[config.mk]
export PLATFORM = sky130hd
export DESIGN_NAME = neighbor_lane
export DESIGN_NICKNAME = d
export VERILOG_FILES = /design/src/design/bfs_pkg.sv /design/src/design/neighbor_lane.sv
export VERILOG_INCLUDE_DIRS = /design/src /design/src/design
export SDC_FILE = /design/constraint.sdc
export NUM_CORES = 1
export LEC_CHECK = 0
export BUFFER_PORTS_ARGS = -buffer_cell sky130_fd_sc_hd__buf_2
export CAP_MARGIN = 10
export CORE_MARGIN = 2
export CORE_UTILIZATION = 54
export DETAILED_ROUTE_END_ITERATION = 12
export PLACE_DENSITY = 0.87
export REMOVE_ABC_BUFFERS = 1
export SYNTH_ARGS = -nofsm -noshare
export SYNTH_HDL_FRONTEND = slang
export SYNTH_SLANG_ARGS = --single-unit
[constraint.sdc]
create_clock -name clk -period 8.2 [get_ports clk]
set_input_delay 0.41 -clock clk [delete_from_list [all_inputs] [get_ports clk]]
set_output_delay 0.41 -clock clk [all_outputs]
set_load 0.1 [all_outputs]
[src/design/bfs_settings.svh]
//********************************************************************
// Build-time sizes and field widths for the BFS frontier engine
//********************************************************************

`ifndef BFS_SETTINGS_SVH
`define BFS_SETTINGS_SVH

// Queue rows, also the largest legal vertex count
`define BFS_Q_SIZE 64

// Neighbor lanes working in parallel
`define BFS_LANES 4

// Field widths of a frontier entry, 32 bits together
`define BFS_VERTEX_W 24
`define BFS_LEVEL_W 8

`endif

[src/design/bfs_pkg.sv]
//********************************************************************
// Shared types: frontier entries, lane jobs, lane results, visits
//********************************************************************

`default_nettype none

`include "bfs_settings.svh"

package bfs_pkg;

  // One queue word, level in the top byte
  typedef struct packed {
    logic [`BFS_LEVEL_W-1:0]  level;
    logic [`BFS_VERTEX_W-1:0] vertex;
  } frontier_entry_t;

  // Dispatcher to lane
  typedef struct packed {
    frontier_entry_t entry;
  } lane_job_t;

  // Lane to collector, child[1] is 2v+1 and is flagged by valid[1]
  typedef struct packed {
    logic [1:0]            valid;
    frontier_entry_t [1:0] child;
  } lane_result_t;

  // One visited vertex on the output stream
  typedef struct packed {
    frontier_entry_t entry;
  } visit_t;

endpackage

`default_nettype wire

[src/design/neighbor_lane.sv]
//********************************************************************
// Neighbor lane: expands one vertex into its in-range children
//********************************************************************

`default_nettype none

`include "bfs_settings.svh"

module neighbor_lane (
  input  logic                     clk,
  input  logic                     bfs_rst,
  input  logic [`BFS_VERTEX_W-1:0] vertex_count,
  input  logic                     job_req,
  input  bfs_pkg::lane_job_t       job,
  output logic                     job_ack,
  output logic                     res_req,
  output bfs_pkg::lane_result_t    result,
  input  logic                     res_ack,
  output logic                     busy
);

  typedef enum logic [2:0] {
    L_IDLE,
    L_ACK,
    L_GAP,
    L_RES,
    L_REL
  } lane_state_t;

  lane_state_t state;

  // One extra bit so 2v+2 cannot wrap
  logic [`BFS_VERTEX_W:0]  kid_a;
  logic [`BFS_VERTEX_W:0]  kid_b;
  logic [`BFS_LEVEL_W-1:0] kid_level;
  bfs_pkg::lane_result_t   next_res;

  assign kid_a     = {job.entry.vertex, 1'b1};
  assign kid_b     = kid_a + 1'b1;
  assign kid_level = job.entry.level + 1'b1;

  always_comb begin
    next_res.valid[1]        = kid_a < {1'b0, vertex_count};
    next_res.valid[0]        = kid_b < {1'b0, vertex_count};
    next_res.child[1].level  = kid_level;
    next_res.child[1].vertex = kid_a[`BFS_VERTEX_W-1:0];
    next_res.child[0].level  = kid_level;
    next_res.child[0].vertex = kid_b[`BFS_VERTEX_W-1:0];
  end

  // Result is offered even with both children dropped
  always_ff @(posedge clk) begin
    if (state == L_IDLE && job_req) begin
      result <= next_res;
    end
  end

  always_ff @(posedge clk) begin
    if (bfs_rst) begin
      state <= L_IDLE;
    end else begin
      case (state)
        L_IDLE:  if (job_req) state <= L_ACK;
        L_ACK:   if (!job_req) state <= L_GAP;
        L_GAP:   state <= L_RES;
        L_RES:   if (res_ack) state <= L_REL;
        L_REL:   if (!res_ack) state <= L_IDLE;
        default: state <= L_IDLE;
      endcase
    end
  end

  assign job_ack = (state == L_ACK);
  assign res_req = (state == L_RES);
  assign busy    = (state != L_IDLE);

endmodule

`default_nettype wire

# After elaboration in Yosys (flattened, before gate mapping)
# Cells that the tools add are included.
[word_totals] reg_bits=60 inputBits=60 word_cells=26
[op_classes] add_sub_neg=2 n_lt_le_gt_ge=2 eq_ne=8 mux=5 n_reduce_logical=4
[op_table] cell="25-bit by 24-bit < comparator with 1-bit output" count=2
[op_table] cell="25-bit by 1-bit adder with 25-bit output, second input constant" count=1
[op_table] cell="3-bit one-hot mux with 5 select lines" count=1
[op_table] cell="3-bit two-way mux" count=4
[op_table] cell="8-bit by 1-bit adder with 8-bit output, second input constant" count=1
[op_table] cell="3-bit by 2-bit equality test with 1-bit output, second input constant" count=2
[op_table] cell="2-bit != test, second input constant" count=3
[op_table] cell="4-bit AND reduction" count=1
[op_table] cell="3-bit by 1-bit equality test with 1-bit output, second input constant" count=1
[op_table] cell="3-bit equality test, second input constant" count=1
[op_table] cell="3-bit logical NOT" count=1
[op_table] cell="3-bit nonzero test" count=1
[op_table] cell="2-bit by 1-bit != test with 1-bit output, second input constant" count=1
[op_table] cell="1-bit logical AND" count=1

# Logic depth before layout (Yosys ltp)
[logic_depth] depth_word=3 mapped_depth=11 depth_no_buf=11

# Worst setup path after synthesis
# No wires, ideal clock.
[synth_timing] path_type="register to register" startpoint="reg state[2]" endpoint="reg result[10] (netlist name), enable pin" arrival_ns=3.644 required_ns=7.731 setup_slack_ns=4.087 path_stages_with_launch=3 period_less_slack_ns=4.113 cell_sequence="dfxtp_1 -> or3_1 -> nor2_1"
[synth_via] elab_chain_cells=2
[synth_rtl] element="start: declaration" line_no="neighbor_lane.sv:30" source="lane_state_t state;"
[synth_rtl] element="start signal: assignment" line_no="neighbor_lane.sv:60" source="state <= L_IDLE;"
[synth_rtl] element="start signal: assignment" line_no="neighbor_lane.sv:63" source="L_IDLE: if (job_req) state <= L_ACK;"
[synth_rtl] element="start signal: assignment" line_no="neighbor_lane.sv:64" source="L_ACK: if (!job_req) state <= L_GAP;"
[synth_rtl] element="3-bit logical NOT" line_no="neighbor_lane.sv:53" source="if (state == L_IDLE && job_req) begin"
[synth_rtl] element="1-bit logical AND" line_no="neighbor_lane.sv:53"
[synth_rtl] element="end signal: assignment" line_no="neighbor_lane.sv:54" source="result <= next_res;"
[synth_rtl] element="end: declaration" line_no="neighbor_lane.sv:17" source="output bfs_pkg::lane_result_t result,"
# Every way passes these cells.
# A chain may end at the register's enable or synchronous reset.

==> summary.md <==
| Metric | Value |
|---|---|
| # diodes | `0` |
| CTS max path bufs | `2` |
| Maxcap violations | `0` |
| Total setup buffers inserted after CTS | `0` |
| Final slew viol count | `0` |
| Final antenna-violating net count | `0` |
| FMAX | `0.323 GHz` |
| Gr ovfl total | `0` |
| Hold buffers post-CTS | `0` |
| Min-delay src | `bfs_rst` |
| Area leader, netlist | `edfxtp_1` |
| Switch share | `40.4%` |
| Worst setup path start | `job[2]` |
| CP endpoint kind | `flip-flop` |
| Fin cells | `513` |
| NumNets Final | `539` |
| Synth warnings | `0` |
| Vias per std cell | `5.39` |
| DRT Pass-1 Iters | `4` |
| RSZ-0062 raised after global routing | `no` |
| Ys flop type | `edfxtp_1` |
| Slowest cell on crit path | `nor3_1` |
| Startpoint types | `input port` |
| GRT Total Usage | `22.3%` |
| Sequential area share after synthesis | `49.3%` |
| Pwr Density | `200 nW/um2` |
| Final Util | `68.7%` |
| Avg Cell Area, Syn | `11.7 um2` |
| Clk_skew | `7.18 ps` |
| Die ar. | `7210 um2` |
| Fin. Hold Viols | `0` |
| Setup TNS | `0 ps` |
| First-pass GRT wire length | `12500 um` |
| Number of CTS-inserted buffers | `9` |
| Top cell type's share of synthesized area | `47.6%` |
| Hold WS | `267 ps` |
| P_sw | `0.353 mW` |
| WP buf/inv | `1` |
| Clk network pwr share | `25.3%` |
| Worst vdd ir | `0.000167 V` |
| Drt drc | `0` |
| Slew headroom | `52.6%` |
| Antenna violations before repair | `0` |
| Cell variety after synth | `42` |
| Slew @ Worst Pin | `711 ps` |
| Number of flops mapped to enable cells by yosys | `56` |
| Rows | `29` |
| Crit path max fanout | `8` |
| Crit path DAT | `3190 ps` |
| Synth Instances | `303` |
| Synthesis-to-finish area growth | `23.4%` |
| Critical path cell sequence | `buf_2 > and4_2 > nand3_1 > nor3_1 > nand2_1 > xnor2_1 > ha_1 > nand4_1 > nor4_1 > o211ai_1 > a31oi_1 > nor3_2` |
| Root Driver | `clkbuf_8` |
| Logic pwr share | `33.3%` |
| Worst r2r src | `state[2]` |
| WL/cell | `15.4 um` |
| Lkg Pwr | `2.01 nW` |
| Post-layout min period | `3100 ps` |
| Largest net degree at the start of global routing | `57` |
| Vias in the first global route | `2678` |
| Inst Count DP | `497` |
| Final setup vio count | `0` |
| Synth top area cells | `edfxtp_1 (48%), ha_1 (17%), xnor2_1 (4.7%)` |
| Cells resized by post-CTS repair | `0` |
| Total Wirelength | `7890 um` |
| Ys async rst share | `0%` |
| Clk Latency, worst-skew pair | `330 ps` |
| Starting Density | `55.7%` |
| CTS sink cnt | `59` |
| Detailed Place HPWL | `6160 um` |
| TritonCTS clock tree | `built` |
| Iteration-0 DRC Markers | `125` |
| Filler Cell Count | `475` |
| Core area | `6350 um2` |
| Seq cells post-synth | `59` |
| Fin crit share | `37.8%` |
| Sequential share of power | `41.4%` |
| Die Y | `84.9 um` |
| I/O pins | `129` |
| Status | `finished clean` |
| Int Pwr | `0.520 mW` |
| H-Tree Level Count | `3` |
| Critical path class | `input port to flip-flop` |
| Layout cells sized above 1 | `34.4%` |
| CP max stage delay | `500 ps` |
| Die W | `84.9 um` |
| Post-synthesis cell area | `3530 um2` |
| Vias | `2763` |
| Clock edge transition at the registers on the reported setup and hold paths | `70 ps` |
| IO Port Bufs | `126` |
| Worst Path Required | `8290 ps` |
| Routability cong. | `0.902` |
| Worst path top cell family by delay | `simple AND/OR/NAND/NOR gates` |
| Worst min path class | `input port to flip-flop` |
-- cell usage in the layout (no fill, tap or decap), types with 4 or more instances in the layout --
cell type    n
nor2_1      13
clkbuf_8     9
o21a_1       4
and3_1       6
a21oi_1     14
ha_1        48
buf_2      126
nand2_1     21
edfxtp_1    56
inv_1       27
nand4_1     10
xnor2_1     19
nand3_1     13
xor2_1       8
o21ai_0      6
nor3_1       4
-- cells by family after synthesis --
logic type,share of synthesized area [%]
flip-flops,49.3
AO/OA/AOI/OAI,7.19
adder cells (fa/ha/maj),17.0
other,0.212
XOR/XNOR,6.69
AND/OR/NAND/NOR,14.7
buffers and inverters,4.99
-- cell type report --
cell class	count	area, um2	area share, %
clock inverter	5	30.0	0.688
tap	77	96.3	2.21
multi-input combinational	207	1620	37.2
timing repair buffer	127	638	14.6
inverter	27	101	2.32
clock buffer	11	131	3.01
sequential	59	1740	39.9
-- registers in the layout, indices dropped and copies added (netlist names) --
signal	flops
result	56
state	3
-- cell usage after synthesis (all sizes together), types with 2 or more instances --
cell type  instances
nor2b              3
xor2               8
nor3b              2
nand2b             3
a22oi              2
buf               10
nor4               3
and3               7
nand4             12
inv               27
nor3               5
a21o               3
xnor2             19
a21oi             14
nand3             13
nor2              14
o21ai              6
o211ai             3
a31oi              2
ha                48
conb               2
edfxtp            56
dfxtp              3
o21a               4
nand2             21
or2                2
and4               3
-- power groups by stage --
| stage | sequential (mW) | clock (mW) | combinational [mW] |
|---|---|---|---|
| after CTS | 0.361 | 0.224 | 0.291 |
| after detailed placement | 0.368 | 0 | 0.289 |
| after floorplan | 0.524 | 0 | 0.0715 |
| after global placement | 0.367 | 0 | 0.284 |
| final | 0.361 | 0.221 | 0.291 |
| after global routing | 0.363 | 0.238 | 0.307 |
-- per-stage QoR --
stage | area, um2 | total power [mW] | worst slack (ps)
after detailed placement | 4200 | 0.657 | 4920
final | 4360 | 0.873 | 5100
after CTS | 4360 | 0.876 | 5170
after global placement | 4200 | 0.651 | 5100
after floorplan | 3460 | 0.596 | 4090
after global routing | 4360 | 0.908 | 4920
-- final timing paths --
check	depth (start not counted)	endpoint	slack [ps]
max	12	result[64]	5100
min	2	state[0]	270
max reg2reg	3	result[15]	6340
min reg2reg	1	state[0]	530
-- per-layer routing --
layer / GRT usage [%] / vias to the layer above / part of all wire, %
met5: 0 / - / 0
met4: 7.50 / 0 / 2.0
met3: 6.52 / 13 / 7.3
met2: 37.5 / 113 / 50
met1: 27.8 / 1278 / 41
li1: - / 1359 / -
(Power assumes the default switching activity.)
