[src/design/bfs_settings.svh]
//********************************************************************
// Build-time sizes and field widths for the BFS frontier engine
//********************************************************************

`ifndef BFS_SETTINGS_SVH
`define BFS_SETTINGS_SVH

// Queue rows, also the largest legal vertex count
`define BFS_Q_SIZE 64

// Neighbor lanes working in parallel
`define BFS_LANES 4

// Field widths of a frontier entry, 32 bits together
`define BFS_VERTEX_W 24
`define BFS_LEVEL_W 8

`endif

[src/design/bfs_pkg.sv]
//********************************************************************
// Shared types: frontier entries, lane jobs, lane results, visits
//********************************************************************

`default_nettype none

`include "bfs_settings.svh"

package bfs_pkg;

  // One queue word, level in the top byte
  typedef struct packed {
    logic [`BFS_LEVEL_W-1:0]  level;
    logic [`BFS_VERTEX_W-1:0] vertex;
  } frontier_entry_t;

  // Dispatcher to lane
  typedef struct packed {
    frontier_entry_t entry;
  } lane_job_t;

  // Lane to collector, child[1] is 2v+1 and is flagged by valid[1]
  typedef struct packed {
    logic [1:0]            valid;
    frontier_entry_t [1:0] child;
  } lane_result_t;

  // One visited vertex on the output stream
  typedef struct packed {
    frontier_entry_t entry;
  } visit_t;

endpackage

`default_nettype wire

[src/design/frontier_dispatch.sv]
//********************************************************************
// Dispatcher: moves queue head entries into free neighbor lanes
//********************************************************************

`default_nettype none

`include "bfs_settings.svh"

module frontier_dispatch (
  input  logic                                  clk,
  input  logic                                  bfs_rst,
  input  bfs_pkg::frontier_entry_t              rdata_out,
  input  logic                                  queue_empty,
  output logic                                  dequeue_req,
  output logic [`BFS_LANES-1:0]                 job_req,
  output bfs_pkg::lane_job_t [`BFS_LANES-1:0]   job,
  input  logic [`BFS_LANES-1:0]                 job_ack,
  output logic                                  idle
);

  localparam int LW = (`BFS_LANES > 1) ? $clog2(`BFS_LANES) : 1;

  logic [`BFS_LANES-1:0] lane_open;
  logic [LW-1:0]         sel;
  logic                  sel_vld;
  logic                  issue;

  // Handshake in progress on a job stream
  assign lane_open = job_req | job_ack;

  // Lowest lane with a closed handshake
  always_comb begin
    sel     = '0;
    sel_vld = 1'b0;
    for (int i = `BFS_LANES - 1; i >= 0; i--) begin
      if (!lane_open[i]) begin
        sel     = LW'(i);
        sel_vld = 1'b1;
      end
    end
  end

  // Head is stale while the previous dequeue is in flight
  assign issue = !queue_empty && !dequeue_req && sel_vld;

  always_ff @(posedge clk) begin
    if (bfs_rst) begin
      job_req     <= '0;
      dequeue_req <= 1'b0;
    end else begin
      dequeue_req <= issue;
      for (int i = 0; i < `BFS_LANES; i++) begin
        if (job_req[i] && job_ack[i]) begin
          job_req[i] <= 1'b0;
        end
      end
      if (issue) begin
        job_req[sel] <= 1'b1;
      end
    end
  end

  // Job word held until the lane has acked
  always_ff @(posedge clk) begin
    if (issue) begin
      job[sel].entry <= rdata_out;
    end
  end

  assign idle = !(|lane_open);

  a_one_issue: assert property (@(posedge clk) disable iff (bfs_rst)
    $onehot0(job_req & ~$past(job_req)))
    else $error("frontier_dispatch: more than one job_req rose");

endmodule

`default_nettype wire

[config.mk]
export PLATFORM = sky130hd
export DESIGN_NAME = frontier_dispatch
export DESIGN_NICKNAME = d
export VERILOG_FILES = /design/src/design/bfs_pkg.sv /design/src/design/frontier_dispatch.sv
export VERILOG_INCLUDE_DIRS = /design/src /design/src/design
export SDC_FILE = /design/constraint.sdc
export NUM_CORES = 1
export LEC_CHECK = 0
export ABC_CLOCK_PERIOD_IN_PS = 11600
export CORE_ASPECT_RATIO = 2
export CORE_UTILIZATION = 65
export DETAILED_ROUTE_END_ITERATION = 10
export DONT_BUFFER_PORTS = 1
export MAX_ROUTING_LAYER = met4
export PLACE_DENSITY = 0.81
export SYNTH_ARGS = -nofsm -noshare
export SYNTH_HDL_FRONTEND = slang
export SYNTH_SLANG_ARGS = --single-unit
[constraint.sdc]
create_clock -name clk -period 11.6 [get_ports clk]
set_input_delay 0.58 -clock clk [delete_from_list [all_inputs] [get_ports clk]]
set_output_delay 0.58 -clock clk [all_outputs]
set_load 0.02 [all_outputs]
Word level (Yosys, flattened, before mapping)

Index checks and enable logic that the tools add are counted.
Widths: inputs -> output; s select.

Bits in registers: 133
Output and inout bits: 134
Word-level logic and storage cells: 47

Magnitude comparators: 2
Muxes and demuxes: 22
Bitwise gates (word level): 2
Reduce and logical (&&, ||, !) cells: 11

Operators with widths:

| operator           | number |
|---|---|
| $bwmux 128         | 1 |
| $demux 32 s2       | 1 |
| $mux 32            | 1 |
| $mux 1             | 13 |
| $mux 2             | 4 |
| $or 4x4->4         | 2 |
| $logic_and 1x1->1  | 7 |
| $mux 4             | 1 |
| $reduce_or 4->1    | 1 |
| $logic_not 1->1    | 3 |
| $lt 2x3->1 const B | 1 |
| $demux 1 s2        | 1 |
| $ge 2x1->1 const B | 1 |

Logic depth before layout (Yosys ltp)

Gate-level depths: netlist (run 1).

Depth in word-level cells: 11
Gate-level depth with buffers: 4
Depth with buffers taken out: 3

Worst setup path before layout (run 1)

Ideal clock, no wire load.

Kind: input port to flip-flop
Start: input port job_ack[0]
End: register job[100] (netlist name), enable pin
Arrival time: 3959 ps
Slack: 7139 ps
Stages on the path: 4
Path through: or2_1 -> buf_6 -> o211ai_4 -> nor4_1

Longest elaborated chain between the ends: 3

RTL lines:

| item              | line                    | RTL |
|---|---|---|
| start, declared   | frontier_dispatch.sv:17 | `` input logic [`BFS_LANES-1:0] job_ack, `` |
| $or 4x4->4        | frontier_dispatch.sv:29 | `assign lane_open = job_req \| job_ack;` |
| $mux 1            | frontier_dispatch.sv:36 | `if (!lane_open[i]) begin` |
| $logic_and 1x1->1 | frontier_dispatch.sv:44 | `assign issue = !queue_empty && !dequeue_req && sel_vld;` |
| end, declared     | frontier_dispatch.sv:16 | `` output bfs_pkg::lane_job_t [`BFS_LANES-1:0] job, `` |

Every way passes these cells.
A chain may end at the register's enable or synchronous reset.

Worst setup path after layout (run 1)

Start: register job_req[0]
End: register job[90] (netlist name), enable pin

Longest elaborated chain between the ends: 3

RTL lines:

| item                            | line                    | RTL |
|---|---|---|
| start, declared                 | frontier_dispatch.sv:15 | `` output logic [`BFS_LANES-1:0] job_req, `` |
| start signal, assigned          | frontier_dispatch.sv:48 | `job_req <= '0;` |
| start signal, assigned by index | frontier_dispatch.sv:54 | `job_req[i] <= 1'b0;` |
| start signal, assigned by index | frontier_dispatch.sv:58 | `job_req[sel] <= 1'b1;` |
| $or 4x4->4                      | frontier_dispatch.sv:29 |  |
| $mux 1                          | frontier_dispatch.sv:36 |  |
| $logic_and 1x1->1               | frontier_dispatch.sv:44 |  |

Every way passes these cells.

==> summary.txt, run 1 <==
Logic synthesis
  • Post-synthesis xor/xnor area fraction: 0%
  • Area contributors post-synth: edfxtp_1 (93%), dfxtp_1 (2.4%), nor3_1 (0.61%)
  • Primary FF master, synth: edfxtp_1
  • Largest family of logic cells by synthesized area: simple AND/OR/NAND/NOR gates
  • Synth Area in Simple Gates: between 2 and 2.5%
  • Post-synthesis sequential area ratio: 95.78%
  • Post-synth top cells: edfxtp_1 (128), dfxtp_1 (5), nor3_1 (5)
  • Post-synth cell types: 19
  • Post-synth EDFFs: 128
  • Mean post-synth cell area: 26.40 sq um
  • Post-synth ARST share: 0%
  • Post-synthesis compound-gate area fraction: 1.641%
  • Synthesized area: 4118 sq um
  • Synth area leader: edfxtp_1
  • Post-synthesis adder-cell area fraction: 0%
  • Yosys warnings: 0
  • Syn_nets: 195
  • Top-area cell type share of the netlist area: 93.35%
  • Synthesized instance count: approximately 160
  • Multiplexer share of the synthesized area: 0%
  • Most frequent cell after synthesis: edfxtp_1
  • Number of synthesized register bits: ~130

Finish
  • Area growth syn-to-layout: 18.23%
  • Nets@finish: 219
  • Fraction of layout cells with a size suffix above 1: 21.24%
  • Antenna Cells: 0

Detailed routing
  • DRT Pass-1 Iters: 4
  • DRT antenna net count: 0
  • Routed WL: 7.424 mm
  • Iteration-0 DRC Markers: 93
  • Vias per std cell: around 6.1
  • # DRC: 0
  • Routed WL per cell: 26.80 um
  • Vias: 1676

Floorplanning
  • Full die area: 6677 sq um
  • Initial Utilization: 68.00%
  • Core Region: between 6000 and 7000 sq um
  • Io pins: roughly 170
  • Row cnt: 40
  • Die H: 114.6 um
  • Die outline width: around 58 um

Global route
  • Vias in the first global route: between 1.5k and 2k
  • Initial antenna violation count: 0
  • Total GRT Usage: 24.24%
  • Largest net degree at the start of global routing: 23
  • Total grt overflow: 0
  • First-pass GRT wire length: 10.33 mm

Power and ir drop
  • P_int: around 900 uW
  • VDD IR max: 0.0001410 V
  • Net Switching: between 200 and 250 uW
  • Leak: ~1.6 nW
  • Comb power frac: 1.2%
  • PwrDens: 227.9 nW/um^2
  • Total power: 1.109 mW
  • Register share of total power: around 51%
  • Clock network power share: 47.8%
  • Sw frac: between 10% and 20%

STA
  • RSZ-0062 raised after global routing: false
  • Setup violators final: 0
  • Skew final: ~0.0069 ns
  • Final hold vios: 0
  • Fmax: roughly 370 MHz
  • Rel. slew slack: 18.27%
  • Slew Limit Fails: 0
  • Final period util: 23.47%
  • Tmin final: 2.723 ns
  • Total negative slack: 0 ns
  • Slew @ Worst Pin: around 1.2 ns

Critical path
  • CP startpoint kind: flop
  • Max Fanout on Critical Path: 18
  • Endpoint class of the critical path: flop
  • CP max-delay cell: nor3_2
  • Worst setup path class: flop to flop
  • Crit path required time: ~12 ns
  • Critical-path cell list: or2_1, o211ai_4, nor3_2, buf_4
  • Crit path DAT: 2.80 ns
  • CP max stage delay: between 0.9 and 1 ns

Status
  • Status: complete, no violations

Placement
  • Gpl congestion: around 0.82
  • IO Port Bufs: 0
  • HPWL after DPL: 4.405 mm

CTS
  • H-tree Lvls: 4
  • Worst skew pair latency: ~0.40 ns
  • Cts bufs inserted: 17
  • Worst-path clk slew: 0.05 ns
  • Root Buffer: clkbuf_16
  • # clock sinks: approximately 130
  • Post-CTS Repair Setup Buffers: 0
  • Post_cts resized: 0
  • Hold buffer count at cts: 0
  • Longest Clk Path Bufs: 2
  • CTS tree: built

Flow run
  • Max_cap viols: 0

Hold path
  • Worst min-delay path category: input pin to flop
## routing by layer
layer | global-route usage (%) | vias up | wire [um]
li1 | - | 682 | -
met1 | 24.12 | 854 | 2497
met2 | 38.54 | 132 | 4158
met3 | 11.19 | 8 | 653
met4 | 13.17 | 0 | 115
met5 | - | - | 0
## worst paths after layout
check             slack [ns]  startpoint          to  cells after the start
hold / removal          0.24  job_ack[2]  job_req[2]                      1
setup / recovery        8.88  job_req[0]     job[90]                      4
hold reg to reg         0.62  job_req[0]  job_req[0]                      2
setup reg to reg        8.88  job_req[0]     job[90]                      4
## area by class of cell
cell class                 instances  area, sq um
sequential                       133         3944
fill                             292         1187
clock buffer                      19        432.9
multi-input combinational         21        175.2
clock inverter                    13        162.7
tap                               84        105.1
timing repair buffer               6        45.04
inverter                           1        3.754
## sequential cells by signal, indices dropped and copies added, names as in the netlist
register / flops
job: 128
job_req: 4
dequeue_req: 1
## stage by stage
step           hold slack (ns)  instance area, sq um  setup WS (ns)  cells  util [%]
2_1_floorplan           0.5657                  4118          7.139    156         -
3_3_place_gp            0.5903                  4273          8.994    245     70.56
3_5_place_dp            0.6123                  4273          8.842    245     70.56
4_1_cts                 0.2224                  4868          8.847    277     80.39
5_1_grt                 0.2270                  4868          8.703    277     80.39
6_report                0.2439                  4868          8.877    277     80.39
## power by group through the flow
stage | logic (mW) | clock network [mW] | registers, mW
floorplan | 0.00900 | 0 | 0.573
global placement | 0.0125 | 0 | 0.575
detailed placement | 0.0136 | 0 | 0.575
CTS | 0.0138 | 0.537 | 0.566
global route | 0.0149 | 0.554 | 0.566
finish | 0.0136 | 0.530 | 0.566
## worst max-delay path: cells and delay by family, from the launching register on
family | cells | cell delay [ns]
AO/OA/AOI/OAI | 1 | 0.16
buffers and inverters | 1 | 0.44
flip-flops | 1 | 0.48
AND/OR/NAND/NOR | 2 | 1.31
## layout by cell type, fill, tap and decap left out, types with 2 or more instances in the layout
master       n
nor3_1       3
clkinv_2     4
edfxtp_1   128
nor2_1       3
bufinv_16    4
clkbuf_16   17
nor3_2       2
dfxtp_1      5
clkinv_1     4
clkbuf_1     2
nor4_2       2
buf_4        6
## logic make-up (layout without fill, tap and decap cells)
group                  after synthesis  after routing
AO/OA/AOI/OAI                        6              6
buffers and inverters                2             39
flip-flops                         133            133
AND/OR/NAND/NOR                     15             15
Power figures use the tool's default switching activity.
==> inputs of run 2 (changes only) <==
Settings changed: ABC_AREA set to 1, ABC_CLOCK_PERIOD_IN_PS 11600 to 2600, CORE_UTILIZATION 65 to 61, PLACE_DENSITY 0.81 to 0.77.
Clock period 11.6 ns to 2.6 ns, I/O delays scaled along.
==> run 2 against run 1 <==
Effect of this change:
- flip-flop and latch count unchanged
- combinational power increased to 10 times the previous value
- sequential share of layout area fell by 6.3 points
- largest power group unchanged
- critical endpoint is now job[121]
- fmax is 34% higher
- critical path type unchanged
- highest routed layer unchanged
- global-route usage is 0.52 points higher
- cell count rose by 18%
- sequential power grew to 4.5 times the previous value
==> summary.txt, run 2 <==
STA
  • Final Hold Slack: around 0.12 ns
  • Total negative slack: 0 ns
  • Skew final: 0.01012 ns
  • Final hold vios: 0
  • Setup violators final: 0
  • RSZ-0062 raised after global routing: false
  • Fmax: 494.0 MHz
  • Tmin final: ~2.0 ns
  • Final WS setup: 0.5757 ns
  • Slew Limit Fails: 0
  • Rel. slew slack: ~57%
  • Final period util: 77.86%
  • Slew @ Worst Pin: 0.6457 ns

Detailed routing
  • Iteration-0 DRC Markers: 162
  • DRT antenna net count: 0
  • # DRC: 0
  • Vias: about 1.9k
  • Routed WL per cell: 24.34 um
  • Routed WL: 7.960 mm
  • Vias per std cell: between 5 and 6
  • DRT Pass-1 Iters: 4

Floorplanning
  • Io pins: 173
  • Row cnt: 42
  • Full die area: 7080 sq um
  • Initial Utilization: 62.48%
  • Core Region: 6569 sq um
  • Die outline width: 60 um
  • Die H: 118.0 um

Finish
  • Area growth syn-to-layout: 28.66%
  • Fraction of layout cells with a size suffix above 1: between 10% and 20%
  • Largest registers: job: 128 flops, job_req: 4 flops, dequeue_req: 1 flops
  • Nets@finish: 265
  • FILL cells: 316
  • Commonest non-fill, non-tap cell in the layout: edfxtp_1
  • Antenna Cells: 0
  • Final core occ: 80.38%
  • Max reg flops: roughly 130
  • Biggest register: job
  • Commonest cells after routing, fill and taps aside: edfxtp_1 (128), dlygate4sd3_1 (38), clkbuf_16 (17)

Global route
  • Met3 Usage GRT: 11.43%
  • Total GRT Usage: 24.76%
  • Vias in the first global route: between 1.5k and 2k
  • Met2 usage in global routing: about two fifths
  • First-pass GRT wire length: 11.33 mm
  • Largest net degree at the start of global routing: 30
  • Initial antenna violation count: 0
  • Total grt overflow: 0
  • Met1 Usage GRT: 23.87%
  • Gr busiest metal: met2

CTS
  • Worst skew pair latency: 0.40 ns
  • Root Buffer: clkbuf_16
  • Longest Clk Path Bufs: 2
  • Post_cts resized: 0
  • H-tree Lvls: 4
  • Post-CTS Repair Setup Buffers: 0
  • Hold buffer count at cts: 38
  • Worst-path clk slew: around 0.050 ns
  • CTS tree: built
  • Cts bufs inserted: 17
  • # clock sinks: approximately 130

Logic synthesis
  • Syn_nets: around 200
  • Mean post-synth cell area: 24.87 sq um
  • Post-synth top cells: edfxtp_1 (128), inv_1 (7), nor2_1 (7)
  • Primary FF master, synth: edfxtp_1
  • Number of synthesized register bits: 133
  • Post-synth cell types: 14
  • Top-area cell type share of the netlist area: 93.66%
  • Post-synthesis sequential area ratio: 96.10%
  • Post-synth EDFFs: 128
  • Area contributors post-synth: edfxtp_1 (94%), dfxtp_1 (2.4%), inv_1 (0.64%)
  • Synthesized instance count: 165
  • Synth area leader: edfxtp_1
  • Post-synth ARST share: 0%
  • Yosys warnings: 0
  • Synthesized area: 4104 sq um
  • Most frequent cell after synthesis: edfxtp_1

Power and ir drop
  • VDD IR max: 0.0007602 V
  • PwrDens: between 900 and 1000 nW/um^2
  • Total power: 5.048 mW
  • Leak: 1.766 nW

Critical path
  • Crit path buffers/inverters: 2
  • Crit path max-delay family: buffers and inverters
  • CP max-delay cell: dfxtp_1
  • CP max stage delay: 0.56 ns
  • Max Fanout on Critical Path: 21
  • Worst setup path class: flop to flop
  • Crit path required time: 2.69 ns
  • Endpoint class of the critical path: flop
  • CP startpoint kind: flop
  • Critical-path cell list: nor2_1, nor2_2, nand3_2, inv_1, buf_12
  • Crit path DAT: ~2.1 ns

Placement
  • Gpl congestion: between 0.8 and 0.9
  • HPWL after DPL: approximately 4.8 mm
  • Post-Place Setup Slack: roughly 0.66 ns
  • IO Port Bufs: 0

Hold path
  • Worst min-delay path category: input pin to flop

Flow run
  • Max_cap viols: 0

Status
  • Status: complete, no violations
run 2: final cells by class:
type,count,area [sq um],share of cell area [%]
clock buffer,23,447.9,8.483
inverter,7,26.28,0.4976
clock inverter,9,152.6,2.891
timing repair buffer,42,435.4,8.246
multi-input combinational,25,163.9,3.104
tap,88,110.1,2.085
sequential,133,3944,74.69
run 2: layer usage:
layer / part of all wire [%] / up-vias
met5: 0 / -
met4: 2.3 / 0
met3: 9.6 / 17
met2: 57 / 154
met1: 31 / 917
li1: - / 768
run 2: cells by family (layout without fill, tap and decap cells):
| group | Yosys count | count (layout) | synth area share [%] |
|---|---|---|---|
| buf+inv | 7 | 81 | 0.6404 |
| flops | 133 | 133 | 96.10 |
| compound gates | 3 | 3 | 0.5487 |
| simple gates | 22 | 22 | 2.713 |
run 2: worst min-delay path, cell delays in order:
cell     delay [ns]
inv_1          0.04
nand2_1        0.12
nand3_1        0.09
nand2_1        0.06
nor2_1         0.04
run 2: through the flow:
stage,instance area [sq um],instances
floorplan,4119,165
global placement,4299,257
detailed placement,4299,257
CTS,5280,327
global route,5280,327
finish,5280,327
run 2: final timing paths:
path               from  cells after the start  slack, ns           to
min reg2reg  job_req[2]                      2       0.61   job_req[2]
max reg2reg  job_req[1]                      5       0.58     job[121]
max          job_req[1]                      5       0.58     job[121]
min          job_ack[3]                      5       0.12  dequeue_req
run 2: report_power, final:
| part | internal (mW) | total (mW) | switching [mW] |
|---|---|---|---|
| sequential | 2.43 | 2.52 | 0.0950 |
| combinational | 0.0530 | 0.138 | 0.0854 |
| clock | 1.60 | 2.39 | 0.785 |
==> inputs of run 3 (changes only) <==
Settings changed: ABC_CLOCK_PERIOD_IN_PS 2600 to 1600, CORE_UTILIZATION 61 to 55, PLACE_DENSITY 0.77 to 0.73.
Clock period 2.6 ns to 1.6 ns, I/O delays scaled along.
==> run 3 against run 2 <==
Effect of this change:
- combinational power up 74%
- count of clock-buffer cells in the layout shrank 4
- cell count up 3.4%
- non-clock buffer count is 9 higher
- flip-flop and latch count unchanged
- register-to-register slack got worse by 0.49 ns
- hold slack worse by 0.073 ns
- sequential share of layout area decreased by 0.28 points
- setup slack worse by 0.52 ns
- global-route usage is 1.6 points lower
- critical path type is now flop to output pin
- largest cell class unchanged
==> summary.txt, run 3 (synthesis results as in run 2) <==
Status
  • Status: complete, no violations

CTS
  • Worst-path clk slew: ~0.050 ns
  • Cts bufs inserted: 17
  • Worst skew pair latency: 0.40 ns
  • Post-CTS Repair Setup Buffers: 0
  • # clock sinks: 133
  • H-tree Lvls: 4
  • CTS tree: built
  • Longest Clk Path Bufs: 2
  • Root Buffer: clkbuf_16

Critical path
  • CP max stage delay: 0.36 ns
  • Crit path DAT: around 1.5 ns
  • Critical-path cell list: nor2_1, inv_1, nor3_2, buf_4
  • Max Fanout on Critical Path: 3
  • Worst setup path class: flop to output pin
  • CP startpoint kind: flop
  • Endpoint class of the critical path: output pin
  • CP max-delay cell: dfxtp_2
  • Crit path required time: around 1.5 ns
  • Reg2Reg Depth: 5

STA
  • Slew @ Worst Pin: about 0.29 ns
  • Final period util: 96.73%
  • Skew final: 0.007847 ns
  • RSZ-0062 raised after global routing: false
  • Rel. slew slack: 80.60%
  • Slew Limit Fails: 0
  • Final Hold Slack: 0.05065 ns
  • Tmin final: 1.548 ns
  • Setup violators final: 0
  • Fmax: between 600 and 700 MHz
  • Final hold vios: 0

Detailed routing
  • # DRC: 0
  • Vias per std cell: ~5.5
  • Vias: 1845
  • DR WL met3: 533 um
  • DRT Pass-1 Iters: 4
  • Met2 Wirelength: ~4.8 mm
  • Uppermost layer routed: met4
  • M1 WL: 3.119 mm
  • Iteration-0 DRC Markers: 199
  • DRT antenna net count: 0
  • Routed WL: 8.581 mm
  • Routed WL per cell: 25.39 um

Flow run
  • Max_cap viols: 0

Finish
  • Area growth syn-to-layout: 29.51%
  • FILL cells: 392
  • Commonest cells after routing, fill and taps aside: edfxtp_1 (128), dlygate4sd3_1 (38), clkbuf_16 (17)
  • Commonest non-fill, non-tap cell in the layout: edfxtp_1
  • Fraction of layout cells with a size suffix above 1: 23.98%
  • Largest registers: job: 128 flops, job_req: 4 flops, dequeue_req: 1 flops
  • Antenna Cells: 0
  • Biggest register: job
  • Nets@finish: 274
  • Max reg flops: 128
  • Post-route cell area: 5315 sq um

Power and ir drop
  • Leak: 1.780 nW
  • VDD IR max: 0.001086 V
  • PwrDens: 1481 nW/um^2

Hold path
  • Worst Hold Depth: 5
  • Worst min-delay path category: input pin to flop

Floorplanning
  • Full die area: 7832 sq um
  • Io pins: 173
  • Die H: 124.2 um
  • Die outline width: ~63 um
  • Core Region: 7212 sq um
  • Row cnt: 44
  • Initial Utilization: 56.90%

Global route
  • Largest net degree at the start of global routing: 23
  • First-pass GRT wire length: 11.86 mm
  • Initial antenna violation count: 0
  • Total GRT Usage: between 20 and 25%
  • Total grt overflow: 0
  • Vias in the first global route: 1909

Placement
  • HPWL after DPL: between 5 and 6 mm
  • IO Port Bufs: 0
  • Post-DP Area: 4372 sq um
  • Gpl congestion: 0.7929
==> run 3: cell types whose count changed in the layout (fill, tap and decap cells not counted), sizes merged <==
cell      change
clkinv        +3
clkbuf        -4
clkinvlp      +2
inv           -1
bufinv        -2
buf           +9
==> run 3: routing by layer <==
layer	up-vias	track usage, %
li1	783	-
met1	930	24.12
met2	122	38.31
met3	10	9.066
met4	0	10.76
met5	-	-
==> run 3: per-stage QoR <==
step	setup WS (ns)	cells	TNS (ns)	utilization, %	total power [mW]
6_report	0.05237	338	0	73.70	7.872
5_1_grt	0.0007265	338	0	73.70	8.092
4_1_cts	0.03566	338	0	73.46	7.913
3_5_place_dp	0.1338	270	0	60.62	4.289
3_3_place_gp	0.1616	270	0	60.62	4.277
2_1_floorplan	-0.4525	165	-26.54	-	4.221
==> run 3: worst paths after layout <==
| check | startpoint | to | slack (ns) |
|---|---|---|---|
| setup reg to reg | job_req[1] | job_req[3] | 0.09 |
| setup / recovery | job_req[2] | idle | 0.05 |
| hold / removal | job_ack[3] | dequeue_req | 0.05 |
| hold reg to reg | job_req[1] | job_req[1] | 0.62 |
==> run 3: where the power goes <==
group	internal, mW	switching (mW)	total [mW]	leakage, nW
logic	0.0961	0.144	0.240	0.300
clock network	2.25	1.28	3.53	0.267
registers	3.94	0.156	4.10	1.21
total	6.29	1.58	7.87	1.78
==> run 3: cell type report <==
class                   count  area (sq um)  share of cell area, %
clock inverters            11         112.6                  2.119
flip-flops and latches    133          3955                  74.41
well taps                  92         115.1                  2.166
repair buffers             51         490.5                  9.228
multi-input cells          25         178.9                  3.366
clock buffers              19         432.9                  8.145
inverters                   7         30.03                 0.5650
==> run 3: worst max-delay path: cells and delay by family (launching register included) <==
kind | cells | cell delay [ns]
simple gates | 2 | 0.39
flops | 1 | 0.36
buf+inv | 2 | 0.33
==> run 3: timing repair <==
action	CTS	global route
hold endpoints to repair	133	0
endpoints found under the setup margin	0	2
hold buffers	38	0
gates resized for setup	0	6
